File: src/verilog/decoder_pkg.sv
package decoder_pkg;

    function automatic int max_int(int a, int b);
        return (a > b) ? a : b;
    endfunction

    //////////////////////////////
    // lattice shape and widths.
    localparam int CODE_DISTANCE_X = 3;  // rows.
    localparam int CODE_DISTANCE_Z = 2;  // columns.
    localparam int MEASUREMENT_ROUNDS = max_int(CODE_DISTANCE_X, CODE_DISTANCE_Z);
    localparam int NODE_COUNT = CODE_DISTANCE_X * CODE_DISTANCE_Z * MEASUREMENT_ROUNDS;
    localparam int PER_DIM_BIT_WIDTH = $clog2(MEASUREMENT_ROUNDS);
    localparam int ADDRESS_WIDTH = PER_DIM_BIT_WIDTH * 3;

    localparam int WEIGHT_X = 2;  // north-south.
    localparam int WEIGHT_Z = 2;  // east-west.
    localparam int WEIGHT_M = 2;  // up-down, between rounds.
    localparam int EDGE_COUNT_WIDTH =
        $clog2(max_int(max_int(WEIGHT_X, WEIGHT_Z), WEIGHT_M) + 1);

    localparam int NS_EDGE_COUNT = (CODE_DISTANCE_X - 1) * CODE_DISTANCE_Z * MEASUREMENT_ROUNDS;
    localparam int EW_EDGE_COUNT = CODE_DISTANCE_X * (CODE_DISTANCE_Z - 1) * MEASUREMENT_ROUNDS;
    localparam int UD_EDGE_COUNT = CODE_DISTANCE_X * CODE_DISTANCE_Z * (MEASUREMENT_ROUNDS - 1);
    localparam int GROW_WIDTH = 4;

    //////////////////////////////
    typedef logic [NODE_COUNT-1:0] node_vec_t;
    typedef logic [ADDRESS_WIDTH-1:0] node_addr_t;
    typedef node_addr_t [NODE_COUNT-1:0] root_array_t;
    typedef logic [GROW_WIDTH-1:0] grow_count_t;
    typedef logic [EDGE_COUNT_WIDTH-1:0] edge_count_t;

    typedef enum logic [1:0] {
        stage_idle,
        stage_load,
        stage_grow,
        stage_merge
    } decode_stage_t;

    typedef struct packed {
        logic [NS_EDGE_COUNT-1:0] ns;
        logic [EW_EDGE_COUNT-1:0] ew;
    } planar_grown_t;

    typedef struct packed {
        decode_stage_t stage;
        node_vec_t defects;
    } stage_bus_t;

    //////////////////////////////
    // round-major numbering of nodes and edges.
    function automatic int node_index(int row, int col, int round);
        return row * CODE_DISTANCE_Z + col + round * CODE_DISTANCE_X * CODE_DISTANCE_Z;
    endfunction

    // edge below node (row, col).
    function automatic int ns_edge_index(int row, int col, int round);
        return row * CODE_DISTANCE_Z + col + round * (CODE_DISTANCE_X - 1) * CODE_DISTANCE_Z;
    endfunction

    // edge right of node (row, col).
    function automatic int ew_edge_index(int row, int col, int round);
        return row * (CODE_DISTANCE_Z - 1) + col + round * CODE_DISTANCE_X * (CODE_DISTANCE_Z - 1);
    endfunction

    function automatic int ud_edge_index(int row, int col, int round);
        return node_index(row, col, round);  // joins round and round + 1.
    endfunction

    // add defect endpoints, saturate at the weight.
    function automatic edge_count_t grow_step(edge_count_t count, logic a, logic b, int weight);
        logic [EDGE_COUNT_WIDTH:0] sum;
        sum = count + a + b;
        return (sum >= weight) ? edge_count_t'(weight) : edge_count_t'(sum);
    endfunction

    function automatic root_array_t self_roots();
        root_array_t roots;
        for (int i = 0; i < NODE_COUNT; i++) begin
            roots[i] = node_addr_t'(i);
        end
        return roots;
    endfunction

    localparam root_array_t SELF_ROOTS = self_roots();

endpackage

File: src/verilog/decode_sequencer.sv
module decode_sequencer (
    input  logic                       clk,
    input  logic                       rst,
    input  logic                       start,
    input  decoder_pkg::node_vec_t     measurements,
    input  decoder_pkg::grow_count_t   grow_cycles,
    input  logic                       changed,
    output decoder_pkg::stage_bus_t    stage_bus,
    output logic                       busy,
    output logic                       done
);

    decoder_pkg::decode_stage_t stage;
    decoder_pkg::node_vec_t defects;
    decoder_pkg::grow_count_t grow_left;

    //////////////////////////////
    // stage FSM.
    always_ff @(posedge clk) begin
        if (rst) begin
            stage <= decoder_pkg::stage_idle;
            grow_left <= '0;
            done <= 1'b0;
        end else begin
            done <= 1'b0;
            case (stage)
                decoder_pkg::stage_idle: begin
                    if (start) begin
                        stage <= decoder_pkg::stage_load;
                        grow_left <= grow_cycles;
                    end
                end
                decoder_pkg::stage_load: begin
                    if (grow_left == '0) begin
                        stage <= decoder_pkg::stage_merge;  // nothing to grow.
                    end else begin
                        stage <= decoder_pkg::stage_grow;
                    end
                end
                decoder_pkg::stage_grow: begin
                    grow_left <= grow_left - 1'b1;
                    if (grow_left == decoder_pkg::grow_count_t'(1)) begin
                        stage <= decoder_pkg::stage_merge;
                    end
                end
                decoder_pkg::stage_merge: begin
                    // settled roots end the decode.
                    if (!changed) begin
                        stage <= decoder_pkg::stage_idle;
                        done <= 1'b1;
                    end
                end
                default: begin
                    stage <= decoder_pkg::stage_idle;
                end
            endcase
        end
    end

    // syndrome latch.
    always_ff @(posedge clk) begin
        if (stage == decoder_pkg::stage_idle && start) begin
            defects <= measurements;
        end
    end

    assign stage_bus = '{stage: stage, defects: defects};
    assign busy = (stage != decoder_pkg::stage_idle);

endmodule

File: src/verilog/planar_links.sv
module planar_links (
    input  logic                        clk,
    input  logic                        rst,
    input  decoder_pkg::stage_bus_t     stage_bus,
    output decoder_pkg::planar_grown_t  planar_grown
);

    decoder_pkg::edge_count_t [decoder_pkg::NS_EDGE_COUNT-1:0] ns_count;
    decoder_pkg::edge_count_t [decoder_pkg::EW_EDGE_COUNT-1:0] ew_count;

    //////////////////////////////
    // growth counters, one per edge inside a round.
    always_ff @(posedge clk) begin
        if (rst) begin
            ns_count <= '0;
            ew_count <= '0;
        end else if (stage_bus.stage == decoder_pkg::stage_load) begin
            ns_count <= '0;
            ew_count <= '0;
        end else if (stage_bus.stage == decoder_pkg::stage_grow) begin
            for (int k = 0; k < decoder_pkg::MEASUREMENT_ROUNDS; k++) begin
                // north-south pairs.
                for (int r = 0; r < decoder_pkg::CODE_DISTANCE_X - 1; r++) begin
                    for (int c = 0; c < decoder_pkg::CODE_DISTANCE_Z; c++) begin
                        ns_count[decoder_pkg::ns_edge_index(r, c, k)] <= decoder_pkg::grow_step(
                            ns_count[decoder_pkg::ns_edge_index(r, c, k)],
                            stage_bus.defects[decoder_pkg::node_index(r, c, k)],
                            stage_bus.defects[decoder_pkg::node_index(r + 1, c, k)],
                            decoder_pkg::WEIGHT_X
                        );
                    end
                end
                // east-west pairs.
                for (int r = 0; r < decoder_pkg::CODE_DISTANCE_X; r++) begin
                    for (int c = 0; c < decoder_pkg::CODE_DISTANCE_Z - 1; c++) begin
                        ew_count[decoder_pkg::ew_edge_index(r, c, k)] <= decoder_pkg::grow_step(
                            ew_count[decoder_pkg::ew_edge_index(r, c, k)],
                            stage_bus.defects[decoder_pkg::node_index(r, c, k)],
                            stage_bus.defects[decoder_pkg::node_index(r, c + 1, k)],
                            decoder_pkg::WEIGHT_Z
                        );
                    end
                end
            end
        end
    end

    // an edge is grown once its counter reaches the weight.
    always_comb begin
        for (int i = 0; i < decoder_pkg::NS_EDGE_COUNT; i++) begin
            planar_grown.ns[i] =
                (ns_count[i] == decoder_pkg::edge_count_t'(decoder_pkg::WEIGHT_X));
        end
        for (int i = 0; i < decoder_pkg::EW_EDGE_COUNT; i++) begin
            planar_grown.ew[i] =
                (ew_count[i] == decoder_pkg::edge_count_t'(decoder_pkg::WEIGHT_Z));
        end
    end

endmodule

File: src/verilog/time_links.sv
module time_links (
    input  logic                                   clk,
    input  logic                                   rst,
    input  decoder_pkg::stage_bus_t                stage_bus,
    output logic [decoder_pkg::UD_EDGE_COUNT-1:0]  ud_grown
);

    decoder_pkg::edge_count_t [decoder_pkg::UD_EDGE_COUNT-1:0] ud_count;

    //////////////////////////////
    // one counter per node pair in adjacent rounds.
    always_ff @(posedge clk) begin
        if (rst) begin
            ud_count <= '0;
        end else if (stage_bus.stage == decoder_pkg::stage_load) begin
            ud_count <= '0;
        end else if (stage_bus.stage == decoder_pkg::stage_grow) begin
            for (int k = 0; k < decoder_pkg::MEASUREMENT_ROUNDS - 1; k++) begin
                for (int r = 0; r < decoder_pkg::CODE_DISTANCE_X; r++) begin
                    for (int c = 0; c < decoder_pkg::CODE_DISTANCE_Z; c++) begin
                        ud_count[decoder_pkg::ud_edge_index(r, c, k)] <= decoder_pkg::grow_step(
                            ud_count[decoder_pkg::ud_edge_index(r, c, k)],
                            stage_bus.defects[decoder_pkg::node_index(r, c, k)],
                            stage_bus.defects[decoder_pkg::node_index(r, c, k + 1)],
                            decoder_pkg::WEIGHT_M  // weight of the up-down edges.
                        );
                    end
                end
            end
        end
    end

    always_comb begin
        for (int i = 0; i < decoder_pkg::UD_EDGE_COUNT; i++) begin
            ud_grown[i] = (ud_count[i] == decoder_pkg::edge_count_t'(decoder_pkg::WEIGHT_M));
        end
    end

endmodule

File: src/verilog/cluster_merge.sv
module cluster_merge (
    input  logic                                   clk,
    input  logic                                   rst,
    input  decoder_pkg::stage_bus_t                stage_bus,
    input  decoder_pkg::planar_grown_t             planar_grown,
    input  logic [decoder_pkg::UD_EDGE_COUNT-1:0]  ud_grown,
    output decoder_pkg::root_array_t               roots,
    output logic                                   changed
);

    decoder_pkg::root_array_t next_roots;

    // take the neighbor root only across a grown edge.
    function automatic decoder_pkg::node_addr_t pick(
        decoder_pkg::node_addr_t best,
        logic grown,
        decoder_pkg::node_addr_t cand
    );
        return (grown && cand < best) ? cand : best;
    endfunction

    //////////////////////////////
    // one hop of minimum-root propagation.
    always_comb begin
        decoder_pkg::node_addr_t best;
        int node;
        next_roots = roots;
        for (int k = 0; k < decoder_pkg::MEASUREMENT_ROUNDS; k++) begin
            for (int r = 0; r < decoder_pkg::CODE_DISTANCE_X; r++) begin
                for (int c = 0; c < decoder_pkg::CODE_DISTANCE_Z; c++) begin
                    node = decoder_pkg::node_index(r, c, k);
                    best = roots[node];
                    if (r > 0) begin  // north.
                        best = pick(best, planar_grown.ns[decoder_pkg::ns_edge_index(r - 1, c, k)],
                            roots[decoder_pkg::node_index(r - 1, c, k)]);
                    end
                    if (r < decoder_pkg::CODE_DISTANCE_X - 1) begin  // south.
                        best = pick(best, planar_grown.ns[decoder_pkg::ns_edge_index(r, c, k)],
                            roots[decoder_pkg::node_index(r + 1, c, k)]);
                    end
                    if (c > 0) begin  // west.
                        best = pick(best, planar_grown.ew[decoder_pkg::ew_edge_index(r, c - 1, k)],
                            roots[decoder_pkg::node_index(r, c - 1, k)]);
                    end
                    if (c < decoder_pkg::CODE_DISTANCE_Z - 1) begin  // east.
                        best = pick(best, planar_grown.ew[decoder_pkg::ew_edge_index(r, c, k)],
                            roots[decoder_pkg::node_index(r, c + 1, k)]);
                    end
                    if (k > 0) begin  // down.
                        best = pick(best, ud_grown[decoder_pkg::ud_edge_index(r, c, k - 1)],
                            roots[decoder_pkg::node_index(r, c, k - 1)]);
                    end
                    if (k < decoder_pkg::MEASUREMENT_ROUNDS - 1) begin  // up.
                        best = pick(best, ud_grown[decoder_pkg::ud_edge_index(r, c, k)],
                            roots[decoder_pkg::node_index(r, c, k + 1)]);
                    end
                    next_roots[node] = best;
                end
            end
        end
    end

    //////////////////////////////
    // root registers.
    always_ff @(posedge clk) begin
        if (rst) begin
            roots <= decoder_pkg::SELF_ROOTS;
        end else if (stage_bus.stage == decoder_pkg::stage_load) begin
            roots <= decoder_pkg::SELF_ROOTS;  // every node its own cluster.
        end else if (stage_bus.stage == decoder_pkg::stage_merge) begin
            roots <= next_roots;
        end
    end

    // low once the clusters have settled.
    assign changed = (stage_bus.stage == decoder_pkg::stage_merge) && (next_roots != roots);

endmodule

File: src/verilog/decoding_graph.sv
module decoding_graph (
    input  logic                       clk,
    input  logic                       rst,
    input  logic                       start,
    input  decoder_pkg::node_vec_t     measurements,
    input  decoder_pkg::grow_count_t   grow_cycles,
    output decoder_pkg::root_array_t   roots,
    output logic                       busy,
    output logic                       done
);

    decoder_pkg::stage_bus_t stage_bus;
    decoder_pkg::planar_grown_t planar_grown;
    logic [decoder_pkg::UD_EDGE_COUNT-1:0] ud_grown;
    logic changed;

    //////////////////////////////
    decode_sequencer sequencer0 (
        .clk(clk),
        .rst(rst),
        .start(start),
        .measurements(measurements),
        .grow_cycles(grow_cycles),
        .changed(changed),
        .stage_bus(stage_bus),
        .busy(busy),
        .done(done)
    );

    // edges inside each round.
    planar_links planar0 (
        .clk(clk),
        .rst(rst),
        .stage_bus(stage_bus),
        .planar_grown(planar_grown)
    );

    // edges between rounds.
    time_links time0 (
        .clk(clk),
        .rst(rst),
        .stage_bus(stage_bus),
        .ud_grown(ud_grown)
    );

    //////////////////////////////
    cluster_merge merge0 (
        .clk(clk),
        .rst(rst),
        .stage_bus(stage_bus),
        .planar_grown(planar_grown),
        .ud_grown(ud_grown),
        .roots(roots),
        .changed(changed)
    );

endmodule

File: config.mk
export PLATFORM = sky130hd
export DESIGN_NAME = decoding_graph
export DESIGN_NICKNAME = d
export VERILOG_FILES = /design/src/verilog/decoder_pkg.sv /design/src/verilog/decode_sequencer.sv /design/src/verilog/planar_links.sv /design/src/verilog/time_links.sv /design/src/verilog/cluster_merge.sv /design/src/verilog/decoding_graph.sv
export SDC_FILE = /design/constraint.sdc
export NUM_CORES = 1
export LEC_CHECK = 0
export BUFFER_PORTS_ARGS = -buffer_cell sky130_fd_sc_hd__buf_2
export CORE_ASPECT_RATIO = 1.25
export CORE_MARGIN = 2
export CORE_UTILIZATION = 50
export DETAILED_ROUTE_END_ITERATION = 10
export PLACE_DENSITY_LB_ADDON = 0.25
export SLEW_MARGIN = 15
export SYNTH_ARGS = -nofsm -noshare
export SYNTH_HDL_FRONTEND = slang
export SYNTH_SLANG_ARGS = --single-unit
File: constraint.sdc
create_clock -name clk -period 11.9 [get_ports clk]
set_input_delay 1.785 -clock clk [delete_from_list [all_inputs] [get_ports clk]]
set_output_delay 1.785 -clock clk [all_outputs]
set_load 0.005 [all_outputs]
# Word level (Yosys, flattened, before mapping)
# Index checks and enable logic that the tools add are counted.
# word_totals
regBits	199
out_inout_bits	110
# classes
bitwise	1
add_sub_neg	67
n_reduce_logical	76
order_cmp	99
n_eq_ne	41
mux	107
# ops
op	n
less-than comparator 6 bit	66
2-to-1 mux 6 bit	66
inequality test 108 bit	1
adder 2 x 1 -> 3 bit	33
adder 3 x 1 -> 3 bit	33
>= comparator 3 x 2 -> 1 bit, second input constant	33
2-to-1 mux 2 bit	36
equality test 2 bit, second input constant	35
logical AND 1 bit	68
one-hot mux 2 bit (4 select lines)	1
one-hot mux 4 bit (2 select lines)	1
inequality test 2 bit, second input constant	3
equality test 4 x 1 -> 1 bit, second input constant	1
zero test 4 bit	1
2-to-1 mux 4 bit	1
nonzero test 2 bit	2
OR reduction 2 bit	2
subtractor 4 x 1 -> 4 bit, second input constant	1
AND reduction 3 bit	1
equality test 2 x 1 -> 1 bit, second input constant	1
zero test 2 bit	1
2-to-1 mux 1 bit	2
AND reduction 2 bit	1
NOT 1 bit	1

# Depth between registers and ports, before layout
# depth
depth_word	19
depth_mapped	56
mapped_depth_nobuf	52

# Modules after synthesis
# A second synthesis with hierarchy kept.
# hier_totals
cells_unflattened	3064
hier_area_um2	23540.1
# modules_own_cells
module	area_each_um2	n_inst	seq_area_each_um2	cells_each
cluster_merge	18147.4	1	2162.1	2526
planar_links	2501.1	1	840.8	275
time_links	1835.5	1	480.5	186
decode_sequencer	1056.0	1	680.7	77

# Worst setup path after synthesis
# No wires, ideal clock.
# synth_path
kind	register to register
from	register merge0.roots[46] in the netlist's numbering
to	register sequencer0.stage[0]
path_buffers	2
stages_incl_launch_ff	53
t_arrival_ns	9.491
required_time_ns	11.785
setup_time_ns	0.115
path_slack_ns	2.293
path_cell_list	dfxtp_1 clkinv_1 ha_1 and4_4 o21a_4 o21ai_2 nor2_1 a21oi_1 ha_1 and3_1 o211ai_1 o211ai_1 a31oi_1 a21o_1 buf_6 nand2_1 o21ai_0 inv_1 [... 17 more ...] ha_1 a21oi_1 nor2b_1 o21ai_0 nand2_1 nor3_1 nand2_1 mux2_2 o221ai_1 a31o_4 or3_1 buf_6 o31a_1 o221ai_1 nor4b_2 nand3b_1 or3_1 and3_1
# synth_via
elab_chain_cells	19
word_cells_on_any_way	46
classes_between	order compare (14); eq/ne (2); mux (14); reduce/logical (16)
# synth_rtl
element	line_no	source
start, declared	cluster_merge.sv:7	output decoder_pkg::root_array_t roots,
start signal, assigned	cluster_merge.sv:67	roots <= decoder_pkg::SELF_ROOTS;
start signal, assigned	cluster_merge.sv:69	roots <= decoder_pkg::SELF_ROOTS;
start signal, assigned	cluster_merge.sv:71	roots <= next_roots;
less-than comparator 6 bit	cluster_merge.sv:19	return (grown && cand < best) ? cand : best;
logical AND 1 bit	cluster_merge.sv:19	
2-to-1 mux 6 bit	cluster_merge.sv:19	
less-than comparator 6 bit	cluster_merge.sv:19	
logical AND 1 bit	cluster_merge.sv:19	
2-to-1 mux 6 bit	cluster_merge.sv:19	
less-than comparator 6 bit	cluster_merge.sv:19	
logical AND 1 bit	cluster_merge.sv:19	
[... 3 more ...]	n/a	
2-to-1 mux 6 bit	cluster_merge.sv:19	
less-than comparator 6 bit	cluster_merge.sv:19	
logical AND 1 bit	cluster_merge.sv:19	
2-to-1 mux 6 bit	cluster_merge.sv:19	
inequality test 108 bit *	cluster_merge.sv:76	assign changed = (stage_bus.stage == decoder_pkg::stage_merge) && (next_roots != roots);
logical AND 1 bit *	cluster_merge.sv:76	
inequality test 2 bit (no source line) *	n/a	
AND reduction 3 bit (no source line) *	n/a	
end signal, assigned	decode_sequencer.sv:43	stage <= decoder_pkg::stage_merge;
end signal, assigned	decode_sequencer.sv:49	stage <= decoder_pkg::stage_idle;
end signal, assigned	decode_sequencer.sv:54	stage <= decoder_pkg::stage_idle;
end, declared	decode_sequencer.sv:13	decoder_pkg::decode_stage_t stage;
# Every way passes the cells marked *; elsewhere a longest branch is shown, timed or not.
# A chain may end at the register's enable or synchronous reset.

# Worst setup path in the final report
# layout_path
from	register merge0.roots[43] in the netlist's numbering
to	register sequencer0.stage[0]
# The elaborated chain is that of the path after synthesis.

==> results_dict.tcl <==
set metrics [dict create \
    gp_congestion 1.03 \
    whs_path_depth 2 \
    cpMaxStageDelayCell "dfxtp_1" \
    drt-initial-drc-count 2527 \
    synthFlopType "dfxtp_1" \
    hold_end "time0.ud_count[14]$_SDFFE_PP0P_" \
    ys_types 111 \
    clk_latency_ps 490 \
    numCtsBuffers 17 \
    diodes 0 \
    slew_violations 0 \
    routedWlPerCell_um 26.8 \
    syn_to_final_growth_pct 9.22 \
    dr.pass1.iters 6 \
    dp.final_hpwl_um 80500 \
    clk_path_buf_depth 2 \
    groute.usage.overall_pct 40.7 \
    cts_tree "done" \
    routed_wl_um 104000 \
    numClockSinks 199 \
    grt_overflow 0 \
    status "complete, no violations" \
    p_clk_share_pct 14.6 \
    fp.dieW_um 200 \
    netlist_area_um2 24100 \
    setup_viol 0 \
    maxCapViolations 0 \
    antenna_left 0 \
    rsz0062_at_grt "no" \
    num_vias 25400 \
    vdd_drop_max_uv 125 \
    postSynthAreaPerCell_um2 7.71 \
    async_reset_ff_share_pct 0 \
    seq_power_share_pct 20.5 \
    root_buffer "clkbuf_16" \
    worstPathRequired_ps 12280 \
    setup_tns_ps 0 \
    hold_viol_final 0 \
    powerDensity_nw_per_um2 160 \
    worstHoldStart "time0.ud_count[14]$_SDFFE_PP0P_" \
    cp_common_cell "ha_1" \
    layout_min_cycle_time_ps 11180 \
    worstPathMaxFanout 11 \
    criticalPathCategory "reg2reg" \
    drive_gt1_share_pct 12.2 \
    finalPower_mw 4.21 \
    drc 0 \
    fmax_mhz 89.4 \
    nFillCells 4523 \
    initial_core_util_pct 50.9 \
    slew_headroom_pct 28.2 \
    dieArea_um2 49900 \
    rr_startpoint "merge0.roots[43]$_SDFFE_PP1N_" \
    hold_path_class "reg2reg" \
    pin_count 135 \
    synthCells 3120 \
    final_common_cell "ha_1" \
    cp-end-kind "flop" \
    swShare_pct 51.2 \
    ys_ff_latch 199 \
    rrSetupSlack_ps 720 \
    layout_common_cells "ha_1 (327), nor2_1 (316), inv_1 (280), nand2_1 (280), a21oi_1 (205)" \
    cts_resized 0 \
    critical_path_arrival_ps 11570 \
    grt_pass1_wl_um 153000 \
    synth-edff-count 18 \
    post-place-ws_ps 658 \
    hold_buffers 0 \
    skew_ps 11.9 \
    core-area_um2 47300 \
    cts_setup_buffers 0 \
    slowest_delay_ps 480 \
    start_kind "flop" \
    clkTransAtPathRegs_ps 90 \
    r2r_cells 51 \
    seq_area_frac_synth_pct 17.3 \
    antenna_found_initial 4 \
    ys_warn_count 0 \
    switchingPower_mw 2.15 \
    syn_nets 3507 \
    grt_pass1_vias 24300 \
    dieHeight_um 249 \
    post_drt_via_cell_ratio 6.55 \
    comb_power_share_pct 64.9 \
    htreeDepth 4 \
    portBuffers 134 \
    timing.final.crit_share_pct 94.0 \
    rows 89 \
    internal_power_mw 2.05 \
    grt_max_degree 100 \
    r2r-end "sequencer0.stage[0]$_SDFFE_PP0P_" \
    worst_slew_pin_slew_ps 1080 \
    static-leakage-power_nw 11.3 \
    layout.nets 3615 \
    setup_ws_ps 716 \
]
==> final cells by class <==
cell class | count | area (um^2) | area share, %
multi-input cells | 2501 | 18300 | 69.8
repair buffers | 223 | 1340 | 5.09
clock buffers | 19 | 433 | 1.65
flip-flops and latches | 199 | 4160 | 15.8
clock inverters | 13 | 133 | 0.505
inverters | 286 | 1070 | 4.08
well taps | 637 | 797 | 3.03
==> worst max-delay path: cells and delay by family, from the launching register on <==
kind / cells / cell delay [ps]
AO/OA/AOI/OAI: 20 / 3960
AND/OR/NAND/NOR: 18 / 3470
adder cells (fa/ha/maj): 7 / 2110
multiplexers: 2 / 620
flip-flops: 1 / 480
buffers and inverters: 4 / 440
==> power by group through the flow <==
stage	combinational [mW]	sequential (mW)	clock (mW)
after floorplan	1.84	0.856	0
after global placement	2.59	0.869	0
after detailed placement	2.65	0.873	0
after CTS	2.66	0.858	0.617
after global routing	2.96	0.871	0.640
final	2.73	0.862	0.614
==> flip-flops by register name, summed over array words and instances (netlist names) <==
name and cells:
planar0.ns_count 24, sequencer0.done 1, time0.ud_count 24, sequencer0.defects 18, sequencer0.grow_left 4, sequencer0.stage 2
planar0.ew_count 18, merge0.roots 108
==> worst max path at each step <==
| stage | end | startpoint |
|---|---|---|
| after CTS | sequencer0.stage[0]$_SDFFE_PP0P_ | merge0.roots[41]$_SDFFE_PP0N_ |
| after global placement | sequencer0.stage[0]$_SDFFE_PP0P_ | merge0.roots[43]$_SDFFE_PP1N_ |
| final | sequencer0.stage[0]$_SDFFE_PP0P_ | merge0.roots[43]$_SDFFE_PP1N_ |
| after floorplan | sequencer0.stage[0]$_SDFFE_PP0P_ | merge0.roots[46]$_SDFFE_PP0N_ |
| after detailed placement | sequencer0.stage[0]$_SDFFE_PP0P_ | merge0.roots[41]$_SDFFE_PP0N_ |
| after global routing | sequencer0.stage[1]$_SDFFE_PP0P_ | merge0.roots[43]$_SDFFE_PP1N_ |
==> routing by layer <==
layer	track usage, %	part of all wire [%]	vias to the layer above	routed length [um]
met5	0	0.0087	-	9
met4	29.0	8.2	2	8580
met3	8.23	9.0	439	9410
met2	65.7	44	1360	46300
met1	48.2	38	12100	39700
li1	-	-	11500	-
==> Yosys cell counts (17+ instances only) <==
cell | number | area, um^2
a21oi_1 | 205 | 1030
nand2b_1 | 29 | 181
nand3_1 | 39 | 195
edfxtp_1 | 18 | 541
nand3b_1 | 28 | 210
nor2b_1 | 26 | 163
and3_1 | 17 | 106
a21o_1 | 70 | 526
or2_2 | 29 | 181
o211ai_1 | 50 | 375
mux2_2 | 50 | 563
or3_1 | 24 | 150
a31oi_1 | 33 | 206
o21ai_0 | 155 | 776
xnor2_1 | 65 | 569
nor3_1 | 44 | 220
dfxtp_1 | 181 | 3620
o21ai_1 | 30 | 150
inv_1 | 280 | 1050
nand4_1 | 26 | 163
nor2_1 | 317 | 1190
a211oi_1 | 85 | 638
and2_1 | 23 | 144
a211o_1 | 22 | 193
o22ai_1 | 40 | 250
mux2i_1 | 155 | 1550
ha_1 | 329 | 4120
and4_1 | 18 | 158
o21a_1 | 37 | 278
nand2_1 | 280 | 1050
clkbuf_1 | 101 | 379
fa_1 | 33 | 661
==> cell families after synthesis <==
family	count (synthesis)	synth area share, %
multiplexers	209	9.06
AO/OA/AOI/OAI	909	25.6
flip-flops	199	17.3
XOR/XNOR	76	2.77
AND/OR/NAND/NOR	941	18.5
adder cells (fa/ha/maj)	366	20.0
buffers and inverters	420	6.74
==> metrics by stage <==
step | hold slack (ps) | instance area [um^2] | std cells | utilization (%)
2_1_floorplan | 441 | 24100 | 3120 | -
3_3_place_gp | 448 | 25700 | 3846 | 54.3
3_5_place_dp | 454 | 25700 | 3846 | 54.3
4_1_cts | 468 | 26300 | 3878 | 55.5
5_1_grt | 491 | 26300 | 3878 | 55.5
6_report | 466 | 26300 | 3878 | 55.5
Note: power is estimated with default switching activity, not from simulation.
